<file path="config.mk">
export PLATFORM = sky130hd
export DESIGN_NAME = video_timing
export DESIGN_NICKNAME = d
export VERILOG_FILES = /design/src/hw/trs_video_pkg.sv /design/src/hw/video_timing.sv
export SDC_FILE = /design/constraint.sdc
export NUM_CORES = 1
export LEC_CHECK = 0
export ABC_CLOCK_PERIOD_IN_PS = 3700
export BUFFER_PORTS_ARGS = -buffer_cell sky130_fd_sc_hd__buf_2
export CORE_UTILIZATION = 30
export CTS_CLUSTER_SIZE = 16
export DETAILED_ROUTE_END_ITERATION = 8
export PLACE_DENSITY_LB_ADDON = 0.12
export RECOVER_POWER = 50
export SKIP_CTS_REPAIR_TIMING = 1
export SYNTH_ARGS = -nofsm -noshare
export SYNTH_HDL_FRONTEND = slang
export SYNTH_SLANG_ARGS = --single-unit
</file>
<file path="constraint.sdc">
create_clock -name vga_clk -period 3.7 [get_ports vga_clk]
set_input_delay 0.185 -clock vga_clk [delete_from_list [all_inputs] [get_ports vga_clk]]
set_output_delay 0.185 -clock vga_clk [all_outputs]
set_load 0.1 [all_outputs]
</file>
<file path="src/hw/trs_video_pkg.sv">
package trs_video_pkg;

   localparam int CELL_W = 8;                     // pixels per character cell

   typedef logic [2:0]        cell_phase_t;       // pixel within the cell
   typedef logic [6:0]        char_col_t;         // 0-99, blanking included
   typedef logic [4:0]        char_row_t;
   typedef logic [4:0]        scan_line_t;        // scan line inside a char row
   typedef logic [7:0]        char_code_t;
   typedef logic [10:0]       dsp_addr_t;
   typedef logic [10:0]       glyph_addr_t;       // {code[6:0], glyph row}
   typedef logic [11:0]       host_addr_t;        // bit 11 picks the glyph ram
   typedef logic [CELL_W-1:0] pixel_row_t;

   // horizontal, in cells
   localparam char_col_t   H_TOTAL_COLS    = 7'd100;
   localparam char_col_t   ACTIVE_COLS     = 7'd80;
   localparam char_col_t   HSYNC_START_COL = 7'd82;
   localparam char_col_t   HSYNC_END_COL   = 7'd94;
   localparam cell_phase_t HSYNC_PHASE     = 3'd2;  // both sync edges sit here

   // 64x16 window, centred in the 80x20 grid
   localparam char_col_t   TEXT64_COLS     = 7'd64;
   localparam char_row_t   TEXT64_ROWS     = 5'd16;
   localparam char_col_t   TEXT64_COL_OFS  = 7'd8;
   localparam char_row_t   TEXT64_ROW_OFS  = 5'd2;

   // vertical
   localparam scan_line_t  LINES_64        = 5'd24;  // 12 glyph rows, doubled
   localparam scan_line_t  LINES_80        = 5'd20;  // 10 glyph rows, doubled
   localparam char_row_t   ROWS_ACTIVE_64  = 5'd20;
   localparam char_row_t   ROWS_ACTIVE_80  = 5'd24;
   localparam char_row_t   LAST_ROW_64     = 5'd21;
   localparam scan_line_t  LAST_SCAN_64    = 5'd20;  // 21*24 + 21 = 525 lines
   localparam char_row_t   LAST_ROW_80     = 5'd26;
   localparam scan_line_t  LAST_SCAN_80    = 5'd4;   // 26*20 + 5 = 525 lines
   localparam scan_line_t  VSYNC_START_SCAN = 5'd9;  // first row below the active area
   localparam scan_line_t  VSYNC_END_SCAN   = 5'd11;

   localparam logic [1:0]  BLOCK_PREFIX    = 2'b10;  // codes 0x80-0xbf

   // raster position, travels down the pixel pipeline
   typedef struct packed {
      cell_phase_t phase;
      char_col_t   col;
      char_row_t   row;
      scan_line_t  scan;
      logic        vga_act;    // inside 640x480
      logic        text_act;   // inside the text window of the mode
      logic        mode_80;    // frame's latched mode
   } scan_pos_t;

   // one host access, shared by both rams
   typedef struct packed {
      logic       dsp_en;
      logic       glyph_en;
      logic       we;
      dsp_addr_t  addr;
      char_code_t wdata;
   } host_access_t;

   typedef enum logic [1:0] {
      IDLE,
      ACCESS,
      RESPOND,
      RELEASE
   } host_state_e;

endpackage

</file>
<file path="src/hw/video_timing.sv">
`timescale 1ns/100ps

module video_timing (
   input  logic                     vga_clk,
   input  logic                     rst_n,
   input  logic                     mode_80col,
   output trs_video_pkg::scan_pos_t pos,
   output logic                     h_sync,
   output logic                     v_sync
);

   trs_video_pkg::cell_phase_t phase;
   trs_video_pkg::char_col_t   col;
   trs_video_pkg::char_row_t   row;
   trs_video_pkg::scan_line_t  scan;
   logic                       mode_80;          // latched copy of mode_80col

   trs_video_pkg::scan_line_t  row_last_scan;
   trs_video_pkg::char_row_t   frame_last_row;
   trs_video_pkg::scan_line_t  frame_last_scan;
   trs_video_pkg::char_row_t   rows_active;
   trs_video_pkg::char_col_t   col64;
   trs_video_pkg::char_row_t   row64;
   logic                       cell_end;
   logic                       line_end;
   logic                       frame_end;
   logic                       vga_act;
   logic                       in_text64;

   always_comb
   begin
      // wrap limits follow the latched mode
      row_last_scan   = mode_80 ? trs_video_pkg::LINES_80 - 5'd1 :
                                  trs_video_pkg::LINES_64 - 5'd1;
      frame_last_row  = mode_80 ? trs_video_pkg::LAST_ROW_80  : trs_video_pkg::LAST_ROW_64;
      frame_last_scan = mode_80 ? trs_video_pkg::LAST_SCAN_80 : trs_video_pkg::LAST_SCAN_64;
      rows_active     = mode_80 ? trs_video_pkg::ROWS_ACTIVE_80 : trs_video_pkg::ROWS_ACTIVE_64;

      cell_end  = phase == trs_video_pkg::cell_phase_t'(trs_video_pkg::CELL_W - 1);
      line_end  = cell_end && (col == trs_video_pkg::H_TOTAL_COLS - 7'd1);
      frame_end = line_end && (row == frame_last_row) && (scan == frame_last_scan);

      // offsets wrap below zero, so left/top border fails the compare
      col64     = col - trs_video_pkg::TEXT64_COL_OFS;
      row64     = row - trs_video_pkg::TEXT64_ROW_OFS;
      in_text64 = (col64 < trs_video_pkg::TEXT64_COLS) && (row64 < trs_video_pkg::TEXT64_ROWS);
      vga_act   = (col < trs_video_pkg::ACTIVE_COLS) && (row < rows_active);

      pos.phase    = phase;
      pos.col      = col;
      pos.row      = row;
      pos.scan     = scan;
      pos.vga_act  = vga_act;
      pos.text_act = vga_act && (mode_80 || in_text64);   // 80x24 fills the screen
      pos.mode_80  = mode_80;
   end

   always_ff @(posedge vga_clk)
   begin
      if (!rst_n)
      begin
         phase   <= '0;
         col     <= '0;
         row     <= '0;
         scan    <= '0;
         mode_80 <= mode_80col;           // first frame after reset
      end
      else
      begin
         phase <= cell_end ? '0 : phase + 3'd1;
         if (line_end)
         begin
            col <= '0;
            if (frame_end)
            begin
               row     <= '0;
               scan    <= '0;
               mode_80 <= mode_80col;     // mode only changes at frame start
            end
            else if (scan == row_last_scan)
            begin
               scan <= '0;
               row  <= row + 5'd1;
            end
            else
               scan <= scan + 5'd1;
         end
         else if (cell_end)
            col <= col + 7'd1;
      end
   end

   // registered syncs, rise one cycle after the match
   always_ff @(posedge vga_clk)
   begin
      if (!rst_n)
      begin
         h_sync <= 1'b0;
         v_sync <= 1'b0;
      end
      else
      begin
         if (col == trs_video_pkg::HSYNC_START_COL && phase == trs_video_pkg::HSYNC_PHASE)
            h_sync <= 1'b1;                               // x = 659
         else if (col == trs_video_pkg::HSYNC_END_COL && phase == trs_video_pkg::HSYNC_PHASE)
            h_sync <= 1'b0;                               // low again at x = 755

         // line 489 to 491 in both modes
         if (row == rows_active && scan == trs_video_pkg::VSYNC_START_SCAN)
            v_sync <= 1'b1;
         else if (row == rows_active && scan == trs_video_pkg::VSYNC_END_SCAN)
            v_sync <= 1'b0;
      end
   end

endmodule

</file>
# Word-level counts from Yosys, hierarchy flattened
# Cells that the tools add are included.
# word_totals
ff_bits,23
in_bits,3
elab_cells,64
# op_classes
addsub,6
magnitude_cmp,4
eq_ne,13
n_mux,15
n_bitwise,1
reduce_logical,18
# ops
op,count
5-bit 2-to-1 mux,5
7-bit equality test (second input constant),3
5-bit equality test,4
7-bit < comparator (second input constant),2
5-bit by 1-bit adder with 5-bit output (second input constant),2
5-bit by 4-bit equality test with 1-bit output (second input constant),2
1-bit logical AND,10
4-bit 2-to-1 mux,2
7-bit by 1-bit adder with 7-bit output (second input constant),1
1-bit 2-to-1 mux,7
7-bit by 4-bit subtractor with 7-bit output (second input constant),1
2-bit nonzero test,3
5-bit < comparator,1
5-bit < comparator (second input constant),1
5-bit by 2-bit subtractor with 5-bit output (second input constant),1
2-bit by 1-bit inequality test with 1-bit output (second input constant),2
2-bit AND reduction,2
2-bit OR reduction,2
3-bit by 1-bit adder with 3-bit output (second input constant),1
3-bit by 2-bit equality test with 1-bit output (second input constant),1
3-bit equality test (second input constant),1
3-bit 2-to-1 mux,1
1-bit logical OR,1
1-bit inverter,1

# Logic depth before layout (Yosys ltp)
# logic_depth
word_depth,7
depth_mapped,9

# Worst setup path after synthesis
# No wires, ideal clock.
# synth_path
path_type,reg-to-output
start,reg row[3]
end,out pos[1] (netlist bit)
arrival_ns,3.114
t_required_ns,3.515
setup_slack_ns,0.401
path_stages_with_launch,6
path_buffers,0
cell_sequence,dfxtp_1 ha_1 nor2b_1 o21ai_0 and2_1 nor2b_1
# synth_lines
item,line,rtl
start: declaration,video_timing.sv:14,trs_video_pkg::char_row_t row;
start signal: assignment,video_timing.sv:83,row <= row + 5'd1;
end: declaration,video_timing.sv:7,"output trs_video_pkg::scan_pos_t pos,"

==> impl_metrics.csv <==
group,metric,value,unit
finish,seqCellArea,470.5,µm²
critical_path,slowest_delay,0.50,ns
drt,drtIter0Drc,60,
sta,fin_worst_skew,0.007712,ns
clocking,clock-sinks,23,
sta,drv_slew,0,
global_routing,grt_max_degree,15,
synth,synth_fp_nets,178,
floorplan,die_area,0.004884,mm²
synth,synth_area_leaders,"dfxtp_1 (32%), ha_1 (11%), nand2_1 (3.8%)",
floorplan,core,0.004384,mm²
critical_path,cpMaxStageDelayCell,"edfxtp_1",
flow_run,cap_violations,0,
finish,multi_input_area,810.8,µm²
global_routing,grt_use_total,0.1412,
critical_path,critical_path_class,"register to primary output",
drt,detail_route.wl_per_cell,13.76,µm
synth,syn_inst,163,
power_and_ir_drop,ir_drop,0.1816,mV
sta,rsz0062_at_grt,"false",
critical_path,crit_path_frequent_cell,"nor2b_1",
clocking,clockRootBuffer,"clkbuf_8",
min_path,hp-class,"input port to register",
drt,vias,1218,
floorplan,std_cell_rows,24,
synth,synth_top_area_cell,"dfxtp_1",
run_status,status,"finished, final reports clean",
floorplan,die_height,69.89,µm
drt,first_pass_iters,4,
finish,drive_gt1_frac,0.09239,
critical_path,cp-start-kind,"register",
critical_path,worstPathRequired,3.51,ns
clocking,cts_tree,"yes",
sta,tightest_slew,1.165,ns
global_routing,grt_pass1_wl,5644,µm
finish,nNetsFinal,200,
floorplan,ios,28,
synth,synth_area,0.001383,mm²
critical_path,critPathMaxFanout,7,
drt,final_antenna_net_count,0,
clocking,clk_pin_slew,0.09,ns
synth,yosysSeqAreaShare,0.3403,
synth,yosys_warnings,0,
power_and_ir_drop,p_per_area,330.5,mW/mm²
floorplan,die_w,69.89,µm
finish,area_delta_synth_final,12.76,%
synth,synth_edf_count,1,
power_and_ir_drop,p_leak,0.5737,nW
critical_path,crit_family,"buffers and inverters",
sta,period_share,0.6256,
critical_path,worst-endpoint-arrival,2.13,ns
clocking,cts_inserted_buffers,3,
sta,hold_viol,0,
sta,setup_viol,0,
drt,wl,3247,µm
finish,fillCellCount,486,
global_routing,antenna_found_initial,0,
power_and_ir_drop,fin_total_pwr,0.0005153,W
sta,max_freq,432.0,MHz
clocking,clockBufferDepth,2,
clocking,ctsHtreeMaxLevel,1,
drt,drc_errors,0,
global_routing,first_global_vias,1218,
floorplan,initial_core_util,0.3154,
critical_path,end_kind,"primary output",
sta,fin_crit,2.315,ns
synth,synth.ff_latch_count,23,
critical_path,path_buf_inv,2,
synth,synth_top_area_frac,0.3186,
critical_path,path_cells,"inv_1, ha_1, nor2b_1, o21ai_0, and2_1, nor2b_1, buf_2",
synth,synthFlopType,"dfxtp_1",
placed_design,dpl.hpwl,2424,µm
clocking,clock_latency,0.27,ns
placed_design,gp_congestion,0.8706,
synth,syn_avg_cell_area,8.482,µm²
placed_design,port_buffers,27,
synth,async_flop_share,0,
sta,fin_setup_tns,0,ns
drt,vias_per_cell,5.161,
global_routing,grt_remaining_overflow,0,
finish,antennaDiodeCount,0,
sta,maxSlewHeadroom,0.2268,
synth,synth_cell_type_count,47,
[cell usage after synthesis (2+ instances only)]
master	n
o31a_1	2
nand4_1	6
and3_1	4
inv_1	13
nor4bb_1	2
and2_1	2
nor4_1	2
buf_2	2
nor2b_1	4
nor2_1	13
xor2_1	3
xnor2_1	5
a21oi_1	9
clkbuf_1	5
nand3_1	7
o21ai_0	5
ha_1	12
dfxtp_1	22
buf_4	2
nor3_1	3
nand2_1	14
[layer usage]
metal	wire, µm	track usage	vias to the layer above
li1	-	-	621
met1	1626	0.1944	564
met2	1432	0.2179	31
met3	162	0.02309	2
met4	26	0.06000	0
met5	0	0	-
[placed cells by master, fill, tap and decap left out, types with 6 or more instances in the layout]
master,synthesis,layout
nand4_1,6,6
nor2_1,13,13
buf_2,2,8
clkbuf_1,5,19
dfxtp_1,22,22
nand3_1,7,7
ha_1,12,12
nand2_1,14,14
inv_1,13,13
a21oi_1,9,9
[sequential cells by signal (all words and copies together), names as in the netlist]
signal / cells
col: 7
phase: 3
row: 5
mode_80: 1
scan: 5
v_sync: 1
h_sync: 1
[metrics by stage]
stage               area (µm²)  utilization  cells  setup slack [ns]  hold slack, ns
finish                    1559       0.3556    236             1.385         0.09702
global route              1559       0.3556    236             1.231         0.08079
CTS                       1583       0.3610    236             1.344         0.09008
detailed placement        1534       0.3499    232             1.644          0.3715
global placement          1534       0.3499    232             1.640          0.3664
floorplan                 1383            -    163            0.4011          0.2839
[where the power goes]
part / internal (W) / switching [W]
sequential: 0.000256 / 0.00000896
clock: 0.0000762 / 0.0000901
combinational: 0.0000136 / 0.0000705
[worst paths after layout]
check	from	slack [ns]	cells after the start	to
setup / recovery	mode_80	1.39	7	pos[1]
hold reg to reg	phase[0]	0.48	1	phase[0]
hold / removal	mode_80col	0.1	1	mode_80
setup reg to reg	mode_80	1.63	5	mode_80
[area by class of cell]
class | count | area share
Tap cell | 52 | 0.04173
Clock buffer | 3 | 0.02648
Clock inverter | 1 | 0.004815
Multi-Input combinational cell | 116 | 0.5201
Timing Repair Buffer | 27 | 0.07143
Sequential cell | 23 | 0.3018
Inverter | 14 | 0.03371
[cell families (layout without fill, tap and decap cells)]
| kind of cell | after synthesis | in the layout | synth area share |
|---|---|---|---|
| compound gates | 30 | 30 | 0.1548 |
| fa+ha+maj | 12 | 12 | 0.1086 |
| buf+inv | 24 | 45 | 0.07330 |
| flops | 23 | 23 | 0.3403 |
| simple gates | 65 | 65 | 0.2652 |
| xor+xnor | 8 | 8 | 0.05068 |
| mux | 1 | 1 | 0.007240 |
(Power assumes the default switching activity.)
