$ cat config.mk
export PLATFORM = sky130hd
export DESIGN_NAME = host_bus_port
export DESIGN_NICKNAME = d
export VERILOG_FILES = /design/src/hw/trs_video_pkg.sv /design/src/hw/host_bus_port.sv
export SDC_FILE = /design/constraint.sdc
export NUM_CORES = 1
export LEC_CHECK = 0
export BUFFER_PORTS_ARGS = -buffer_cell sky130_fd_sc_hd__buf_2
export CELL_PAD_IN_SITES_DETAIL_PLACEMENT = 1
export CELL_PAD_IN_SITES_GLOBAL_PLACEMENT = 1
export CORE_MARGIN = 2
export CORE_UTILIZATION = 36
export DETAILED_ROUTE_END_ITERATION = 7
export GPL_ROUTABILITY_DRIVEN = 1
export PLACE_DENSITY = 0.94
export SLEW_MARGIN = 20
export SYNTH_ARGS = -nofsm -noshare
export SYNTH_HDL_FRONTEND = slang
export SYNTH_SLANG_ARGS = --single-unit
$ cat constraint.sdc
create_clock -name vga_clk -period 2.4 [get_ports vga_clk]
set_input_delay 0.24 -clock vga_clk [delete_from_list [all_inputs] [get_ports vga_clk]]
set_output_delay 0.24 -clock vga_clk [all_outputs]
set_load 0.005 [all_outputs]
$ cat src/hw/trs_video_pkg.sv
package trs_video_pkg;

   localparam int CELL_W = 8;                     // pixels per character cell

   typedef logic [2:0]        cell_phase_t;       // pixel within the cell
   typedef logic [6:0]        char_col_t;         // 0-99, blanking included
   typedef logic [4:0]        char_row_t;
   typedef logic [4:0]        scan_line_t;        // scan line inside a char row
   typedef logic [7:0]        char_code_t;
   typedef logic [10:0]       dsp_addr_t;
   typedef logic [10:0]       glyph_addr_t;       // {code[6:0], glyph row}
   typedef logic [11:0]       host_addr_t;        // bit 11 picks the glyph ram
   typedef logic [CELL_W-1:0] pixel_row_t;

   // horizontal, in cells
   localparam char_col_t   H_TOTAL_COLS    = 7'd100;
   localparam char_col_t   ACTIVE_COLS     = 7'd80;
   localparam char_col_t   HSYNC_START_COL = 7'd82;
   localparam char_col_t   HSYNC_END_COL   = 7'd94;
   localparam cell_phase_t HSYNC_PHASE     = 3'd2;  // both sync edges sit here

   // 64x16 window, centred in the 80x20 grid
   localparam char_col_t   TEXT64_COLS     = 7'd64;
   localparam char_row_t   TEXT64_ROWS     = 5'd16;
   localparam char_col_t   TEXT64_COL_OFS  = 7'd8;
   localparam char_row_t   TEXT64_ROW_OFS  = 5'd2;

   // vertical
   localparam scan_line_t  LINES_64        = 5'd24;  // 12 glyph rows, doubled
   localparam scan_line_t  LINES_80        = 5'd20;  // 10 glyph rows, doubled
   localparam char_row_t   ROWS_ACTIVE_64  = 5'd20;
   localparam char_row_t   ROWS_ACTIVE_80  = 5'd24;
   localparam char_row_t   LAST_ROW_64     = 5'd21;
   localparam scan_line_t  LAST_SCAN_64    = 5'd20;  // 21*24 + 21 = 525 lines
   localparam char_row_t   LAST_ROW_80     = 5'd26;
   localparam scan_line_t  LAST_SCAN_80    = 5'd4;   // 26*20 + 5 = 525 lines
   localparam scan_line_t  VSYNC_START_SCAN = 5'd9;  // first row below the active area
   localparam scan_line_t  VSYNC_END_SCAN   = 5'd11;

   localparam logic [1:0]  BLOCK_PREFIX    = 2'b10;  // codes 0x80-0xbf

   // raster position, travels down the pixel pipeline
   typedef struct packed {
      cell_phase_t phase;
      char_col_t   col;
      char_row_t   row;
      scan_line_t  scan;
      logic        vga_act;    // inside 640x480
      logic        text_act;   // inside the text window of the mode
      logic        mode_80;    // frame's latched mode
   } scan_pos_t;

   // one host access, shared by both rams
   typedef struct packed {
      logic       dsp_en;
      logic       glyph_en;
      logic       we;
      dsp_addr_t  addr;
      char_code_t wdata;
   } host_access_t;

   typedef enum logic [1:0] {
      IDLE,
      ACCESS,
      RESPOND,
      RELEASE
   } host_state_e;

endpackage

$ cat src/hw/host_bus_port.sv
`timescale 1ns/100ps

module host_bus_port (
   input  logic                        vga_clk,
   input  logic                        rst_n,
   input  logic                        host_req,
   input  logic                        host_we,
   input  trs_video_pkg::host_addr_t   host_addr,
   input  trs_video_pkg::char_code_t   host_wdata,
   output trs_video_pkg::host_access_t acc,
   input  trs_video_pkg::char_code_t   dsp_rdata,
   input  trs_video_pkg::char_code_t   glyph_rdata,
   output logic                        host_ack,
   output trs_video_pkg::char_code_t   host_rdata
);

   trs_video_pkg::host_state_e state;
   logic                       dsp_en_q;      // one-cycle strobes
   logic                       glyph_en_q;
   logic                       we_q;
   trs_video_pkg::dsp_addr_t   addr_q;
   trs_video_pkg::char_code_t  wdata_q;
   logic                       sel_glyph;     // target of the transfer in flight

   assign acc = '{dsp_en: dsp_en_q, glyph_en: glyph_en_q, we: we_q,
                  addr: addr_q, wdata: wdata_q};

   always_ff @(posedge vga_clk)
   begin
      if (!rst_n)
      begin
         state      <= trs_video_pkg::IDLE;
         dsp_en_q   <= 1'b0;
         glyph_en_q <= 1'b0;
         host_ack   <= 1'b0;
      end
      else
      begin
         dsp_en_q   <= 1'b0;
         glyph_en_q <= 1'b0;
         case (state)
            trs_video_pkg::IDLE:
               if (host_req)                       // ack is low here, so req counts
               begin
                  dsp_en_q   <= !host_addr[11];
                  glyph_en_q <= host_addr[11];
                  state      <= trs_video_pkg::ACCESS;
               end
            trs_video_pkg::ACCESS:
               state <= trs_video_pkg::RESPOND;    // ram sees the strobe this cycle
            trs_video_pkg::RESPOND:
            begin
               host_ack <= 1'b1;                   // rdata registered alongside
               state    <= trs_video_pkg::RELEASE;
            end
            trs_video_pkg::RELEASE:
               if (!host_req)
               begin
                  host_ack <= 1'b0;
                  state    <= trs_video_pkg::IDLE;
               end
            default:
               state <= trs_video_pkg::IDLE;
         endcase
      end
   end

   // transfer payload, captured with the request
   always_ff @(posedge vga_clk)
   begin
      if (state == trs_video_pkg::IDLE && host_req)
      begin
         we_q      <= host_we;
         addr_q    <= host_addr[10:0];
         wdata_q   <= host_wdata;
         sel_glyph <= host_addr[11];
      end
      if (state == trs_video_pkg::RESPOND)
         host_rdata <= sel_glyph ? glyph_rdata : dsp_rdata;   // byte read in ACCESS
   end

endmodule

Word level (Yosys, flattened, before mapping) --
Cells that the tools add are included.
Word-level totals: flip-flop bits (word level) 34, bits in latches 0, RAM bits 0, bits in read-only memories 0, input bits 40, memories kept 0
Operators by class: add/sub/neg operators 0, $mul 0, divide/modulo/power cells 0, $lt $le $gt $ge 0, equal/unequal tests 5, shifts and indexed selects 0, multiplexer cells 6, bitwise logic cells 0, reduce and logical (&&, ||, !) cells 7
Operator list (count):
- $mux 8 | 1
- $pmux 2 s4 | 1
- $eq 2x2->1 const B | 2
- $mux 2 | 2
- $ne 2x2->1 const B | 2
- $reduce_and 2->1 | 2
- $reduce_and 3->1 | 1
- $eq 2x1->1 const B | 1
- $logic_not 2->1 | 1
- $pmux 1 s2 | 1
- $reduce_bool 2->1 | 1
- $logic_and 1x1->1 | 1
- $logic_not 1->1 | 1
- $mux 1 | 1

Longest topological paths before layout --
Gate-level depths: netlist of run 1.
depth after elaboration 3, depth in mapped cells 5, gate-level depth less buffers 5

Least setup slack after synthesis of run 1 --
Ideal clock, no wire load.
kind flip-flop to flip-flop, from reg state[0], to reg addr_q[0], enable pin, setup time 0.352 ns, arrival time 0.972 ns, setup slack 1.075 ns, stages on the path, launching flop included 4, period minus slack after synthesis 1.325 ns, cells stage by stage dfxtp_1 inv_1 ha_1 and2_2
Between the ends: longest elaborated chain between the ends 2
RTL lines:
- from (decl) | line host_bus_port.sv:17 | trs_video_pkg::host_state_e state;
- from (signal assigned) | line host_bus_port.sv:32 | state <= trs_video_pkg::IDLE;
- from (signal assigned) | line host_bus_port.sv:47 | state <= trs_video_pkg::ACCESS;
- from (signal assigned) | line host_bus_port.sv:50 | state <= trs_video_pkg::RESPOND;
- $logic_not 2->1 | line host_bus_port.sv:71 | if (state == trs_video_pkg::IDLE && host_req)
- $logic_and 1x1->1 | line host_bus_port.sv:71
- to (signal assigned) | line host_bus_port.sv:74 | addr_q <= host_addr[10:0];
- to (decl) | line host_bus_port.sv:21 | trs_video_pkg::dsp_addr_t addr_q;
Every way passes these cells. A chain may end at the register's enable or synchronous reset.

Worst setup path in the final report of run 1 --
from reg state[1], to reg wdata_q[4], enable pin
Between the ends: longest elaborated chain between the ends 2
RTL lines:
- $logic_not 2->1 | line host_bus_port.sv:71
- $logic_and 1x1->1 | line host_bus_port.sv:71
- to (signal assigned) | line host_bus_port.sv:75 | wdata_q <= host_wdata;
- to (decl) | line host_bus_port.sv:22 | trs_video_pkg::char_code_t wdata_q;
Every way passes these cells.

==> metrics.txt, run 1 <==
outcome=finished clean; Synth Register Bits=34; CTS Hold Bufs=0; Vias=841; CP endpoint=wdata_q[4]$_DFFE_PP_; dominant synthesized flop cell=edfxtp_1; kind of critical path=flop to flop; post-cts sizing count=0; CTS Buffer Depth=2; Seq/Total Area, Yosys=around 78%; crit path launch=state[1]$_SDFFE_PN0P_; yosys warns=0; initial core utilization=between 30 and 40%; I/O Pins=around 70; Post-Syn Instances=68; FP Rows=21; fin crit period=about 1.5 ns; Buffers on Ports=70; critical path launch point type=flop; total congestion overflow=0; post-synthesis area per instance=between 15 and 20 um^2; slowest cell on the critical path=and2_2; routability cong.=0.6814; worst slack, placed=just under 0.9 ns; wire length per cell=~16 um; Clk Latency, worst-skew pair=around 0.34 ns; largest net degree at the start of global routing=24; Post-synth top cells=edfxtp_1 (29), mux2_2 (8), dfxtp_1 (5), ha_1 (5), nand2_1 (4); Least-Margin Pin Slew=around 0.48 ns; PwrDens=1028 nW/um^2; Die X=about 63 um; Area growth syn-to-layout=38.44%; Tot GR Track Use=16.40%; Total Neg Setup Slack=0 ns; Via density=around 4.5; ys async rst share=0%; Buf/Inv on CP=1; final WL=3032 um; Crit. path cell count=3; initial antenna violation count=0; worst r2r src=state[1]$_SDFFE_PN0P_; full die area=approximately 4000 um^2; reg-to-reg setup timing slack=0.89 ns; layout cell share with drive strength beyond 1=between 60 and 70%; HPWL after DPL=between 2000 and 2500 um; Worst EP arrival=between 1 and 1.5 ns; hold crit path type=input port to flop; R2R depth=3; EDFF count, synth=29; Max-Cap Viols=0; peak supply drop=~0.27 mV; Root Driver=clkbuf_4; Leak=approximately 0.75 nW; initial DRC count=23; top cells by area, synth=edfxtp_1 (70%), dfxtp_1 (8.0%), mux2_2 (7.2%); count leader, synth=edfxtp_1; Antenna Violating Nets Remaining=0; Sink Count=34; Cell Count, Final, Fillers Out=roughly 190; TritonCTS clock tree=yes; Residual DRC=0; Syn Nets=about 110; max_slew headroom=68.30%; clock skew=between 0.008 and 0.009 ns; Inserted Diodes=0; Final WS setup=approximately 0.89 ns; CP max FO=23; RSZ-0062 raised after global routing=false; clock slew at reported path FFs=between 0.1 and 0.15 ns; fin nets=approximately 190; Slew Limit Fails=0; first-pass GRT wire length=4560 um; die height=around 63 um; reg2reg end=wdata_q[4]$_DFFE_PP_; final hold vios=0; largest area contributor in the netlist=edfxtp_1; CP endpoint kind=flop; count of different cell masters after synthesis=16; final setup vio count=0; Fmax=roughly 660 MHz; critical path's top delay family=simple AND/OR/NAND/NOR gates; max incr delay on CP=approximately 0.47 ns; final core occ=approximately half; H-tree depth=2; CP cell instances=inv_1 -> ha_1 -> and2_2; Syn Std Cell Area=between 1000 and 1500 um^2; core area=3337 um^2; placed cell count=180; First-pass DRT Iterations=2; Synth top area share=69.67%; final period utilization=a little over three fifths; number of global-route vias before repair=~900; CP required=roughly 2.4 ns; Post-CTS Setup Repair Bufs=0; CTS buffer count=5; hold slack=around 0.073 ns
power breakdown:
part	switching [mW]	internal, mW	leakage, nW
Sequential	0.0589	0.822	0.314
Combinational	0.208	0.168	0.383
Clock	0.197	0.326	0.0554
through the flow:
stage / total power, mW / cell area (um^2)
5_1_grt: 1.877 / 1730
3_3_place_gp: 1.225 / 1624
6_report: 1.779 / 1730
2_1_floorplan: 1.081 / 1250
4_1_cts: 1.801 / 1730
3_5_place_dp: 1.276 / 1624
flip-flops by register name, indices dropped and copies added, names as in the netlist:
| signal | flops |
|---|---|
| dsp_en_q | 1 |
| wdata_q | 8 |
| host_ack | 1 |
| addr_q | 11 |
| host_rdata | 8 |
| sel_glyph | 1 |
| we_q | 1 |
| state | 2 |
| glyph_en_q | 1 |
worst register-to-register path, stage by stage (launching register included):
cell and delay [ns]:
dfxtp_1 0.38, inv_1 0.12, ha_1 0.20, and2_2 0.47
cell type report:
cell class | instances | area [um^2]
fillers | 352 | 1607
repair buffers | 70 | 350.3
clock inverters | 3 | 68.82
well taps | 46 | 57.56
clock buffers | 5 | 37.54
flip-flops and latches | 34 | 970.9
multi-input cells | 27 | 234.0
inverters | 3 | 11.26
cells by family after synthesis:
logic type | after synthesis | share of synthesized area, %
AO/OA/AOI/OAI | 5 | 2.402
AND/OR/NAND/NOR | 8 | 3.003
buffers and inverters | 7 | 3.603
multiplexers | 9 | 8.308
flip-flops | 34 | 77.68
adder cells (fa/ha/maj) | 5 | 5.005
metal layers:
layer	up-vias	track usage, %	wire, um
li1	394	-	-
met2	43	30.59	1693
met5	-	0	0
met3	7	6.667	235
met1	397	14.54	1013
met4	0	9.444	89
worst min path at each step:
stage                  start                    to  cells after the start
2_1_floorplan  host_addr[11]   dsp_en_q$_SDFF_PN0_                      1
3_3_place_gp   host_wdata[2]  wdata_q[2]$_DFFE_PP_                      1
3_5_place_dp   host_wdata[2]  wdata_q[2]$_DFFE_PP_                      1
4_1_cts        host_wdata[2]  wdata_q[2]$_DFFE_PP_                      1
5_1_grt        host_wdata[6]  wdata_q[6]$_DFFE_PP_                      1
6_report       host_wdata[2]  wdata_q[2]$_DFFE_PP_                      1
cell usage in the layout, fill, tap and decap left out:
cell	Yosys	final
ha_1	5	5
o211ai_1	1	1
bufinv_16	0	2
clkinv_4	0	1
clkbuf_4	0	5
and2_2	1	1
and3_1	1	1
mux2i_2	1	1
inv_1	3	3
dfxtp_1	5	5
edfxtp_1	29	29
nand3_1	1	1
o21ai_0	3	3
mux2_2	8	8
nand2_1	4	4
a21boi_0	1	1
nor2_1	1	1
buf_2	0	70
(Power assumes the default switching activity.)
==> run 2: changes to the inputs <==
--- a/config.mk
+++ b/config.mk
@@ -9,10 +9,10 @@
 export CELL_PAD_IN_SITES_DETAIL_PLACEMENT = 1
 export CELL_PAD_IN_SITES_GLOBAL_PLACEMENT = 1
 export CORE_MARGIN = 2
-export CORE_UTILIZATION = 36
+export CORE_UTILIZATION = 30
 export DETAILED_ROUTE_END_ITERATION = 7
 export GPL_ROUTABILITY_DRIVEN = 1
-export PLACE_DENSITY = 0.94
+export PLACE_DENSITY = 0.85
 export SLEW_MARGIN = 20
 export SYNTH_ARGS = -nofsm -noshare
 export SYNTH_HDL_FRONTEND = slang
==> constraint.sdc (replaced) <==
create_clock -name vga_clk -period 1.28 [get_ports vga_clk]
set_input_delay 0.128 -clock vga_clk [delete_from_list [all_inputs] [get_ports vga_clk]]
set_output_delay 0.128 -clock vga_clk [all_outputs]
set_load 0.005 [all_outputs]
==> run 2 against run 1 <==
The flow now finishes with violations (negative setup slack). Routed wire length is 0.92% lower. Sequential power rose by 86%. Total power up 81%. Non-clock buffer count rose by 3. First-iteration DRC count down 43%. Largest cell class unchanged.
==> metrics.txt, run 2 (synthesis gave the netlist of run 1 again) <==
outcome=finished with violations; failing checks=negative setup slack; Metal-1 WL=1036 um; routability cong.=between 0.8 and 0.9; layout cell share with drive strength beyond 1=between 60% and 70%; clock skew=around 0.0044 ns; Inserted Diodes=0; Buffers on Ports=70; clock slew at reported path FFs=about 0.070 ns; FP Rows=23; max reg flops=11; final hold vios=0; P_sw=899.4 uW; area of the multi-input gates=around 260 um^2; total congestion overflow=0; Clk Latency, worst-skew pair=~0.28 ns; Combinational Power Share=a little over a quarter; Tot GR Track Use=a little over an eighth; fin nets=about 190; critical path launch point type=flop; Fmax=776.9 MHz; initial core utilization=between 30% and 40%; Met3 Routed Length=approximately 200 um; final setup vio count=9; Area growth syn-to-layout=41.44%; die height=about 69 um; Cell Count, Final, Fillers Out=around 200; Final WS setup=-0.007217 ns; TritonCTS clock tree=yes; sequential cell area=about 970 um^2; I/O Pins=between 70 and 80; fill count=roughly 450; Slew Limit Fails=0; initial DRC count=13; Residual DRC=0; Vias=roughly 860; Clock Power Share=a little under a quarter; final period utilization=100.6%; most frequent cells in the layout=buf_2 (70), edfxtp_1 (29), mux2_2 (8); Root Driver=clkbuf_8; Antenna Violating Nets Remaining=0; RSZ-0062 raised after global routing=true; HPWL after DPL=between 2000 and 2500 um; Top reg by flops=addr_q; first-pass GRT wire length=~4300 um; Sink Count=34; Via density=4.376; fin crit period=between 1 and 1.5 ns; CP endpoint kind=flop; kind of critical path=flop to flop; most common cell after layout, fill and taps aside=buf_2; PwrDens=1817 nW/um^2; number of global-route vias before repair=889; Worst EP arrival=roughly 1.3 ns; peak supply drop=just over 0.7 mV; Flop pwr share=between 50% and 60%; Die X=slightly below 70 um; Least-Margin Pin Slew=between 0.3 and 0.4 ns; CP required=~1.3 ns; Max-Cap Viols=0; CTS buffer count=5; max_slew headroom=roughly 76%; WL met2=~1700 um; First-pass DRT Iterations=2; wire length per cell=~15 um; CP max FO=11; Total Neg Setup Slack=-0.05913 ns; final WL=around 3000 um; Largest regs=addr_q (11), host_rdata (8), wdata_q (8); placed cell count=about 190; Sw Ratio=about 28%; H-tree depth=2; largest net degree at the start of global routing=12; CTS Buffer Depth=2; full die area=4699 um^2; Pint=2.313 mW; core area=approximately 4000 um^2; hold crit path type=input port to flop; Post-CTS Setup Repair Bufs=0; Top Layer Used=met4; initial antenna violation count=0; Leak=about 0.76 nW
## run 2: through the flow
step / utilization, % / hold WS (ns) / power [mW] / setup slack (ns) / cell area, um^2
floorplan: - / 0.1995 / 2.037 / 0.08329 / 1251
global placement: 40.94 / 0.3066 / 2.334 / 0.02947 / 1638
detailed placement: 40.94 / 0.3071 / 2.407 / -0.06344 / 1638
CTS: 43.45 / 0.008616 / 3.203 / 0.02150 / 1738
global route: 44.20 / 0.001291 / 3.405 / -0.05875 / 1768
finish: 44.20 / 0.01705 / 3.212 / -0.007217 / 1768
## run 2: final timing paths
check                             start                     to  slack (ns)  cells past startpoint
hold / removal            host_wdata[5]   wdata_q[5]$_DFFE_PP_        0.02                      1
setup reg to reg  state[0]$_SDFFE_PN0P_   addr_q[10]$_DFFE_PP_      -0.007                      3
hold reg to reg   state[0]$_SDFFE_PN0P_  state[0]$_SDFFE_PN0P_        0.51                      2
setup / recovery  state[0]$_SDFFE_PN0P_   addr_q[10]$_DFFE_PP_      -0.007                      3
## run 2: timing repair
item	CTS	global route
gates cloned	2	0
hold buffers	0	2
resized for setup	2	3
setup endpoints to repair	22	23
endpoints found under the hold margin	0	2
pin swaps	1	0
## run 2: power groups by stage
stage,clock network (mW),registers (mW),logic [mW]
6_report,0.734,1.64,0.838
5_1_grt,0.811,1.67,0.925
4_1_cts,0.755,1.64,0.804
3_5_place_dp,0,1.67,0.741
3_3_place_gp,0,1.64,0.690
2_1_floorplan,0,1.67,0.366
## run 2: routing by layer
metal / vias to the layer above / GRT usage [%]
li1: 403 / -
met1: 417 / 12.01
met2: 34 / 25.60
met3: 8 / 5.195
met4: 0 / 7.750
met5: - / 0
## run 2: worst max-delay path, cell delays in order (launching register included)
cell and delay [ns]:
dfxtp_1 0.33, inv_1 0.14, ha_2 0.28, and2_4 0.25
## run 2: layout make-up
cell class	count	share of cell area, %
flip-flops and latches	34	54.92
repair buffers	73	21.37
multi-input cells	29	14.93
clock buffers	6	4.105
well taps	50	3.539
inverters	3	0.6369
clock inverters	2	0.4954
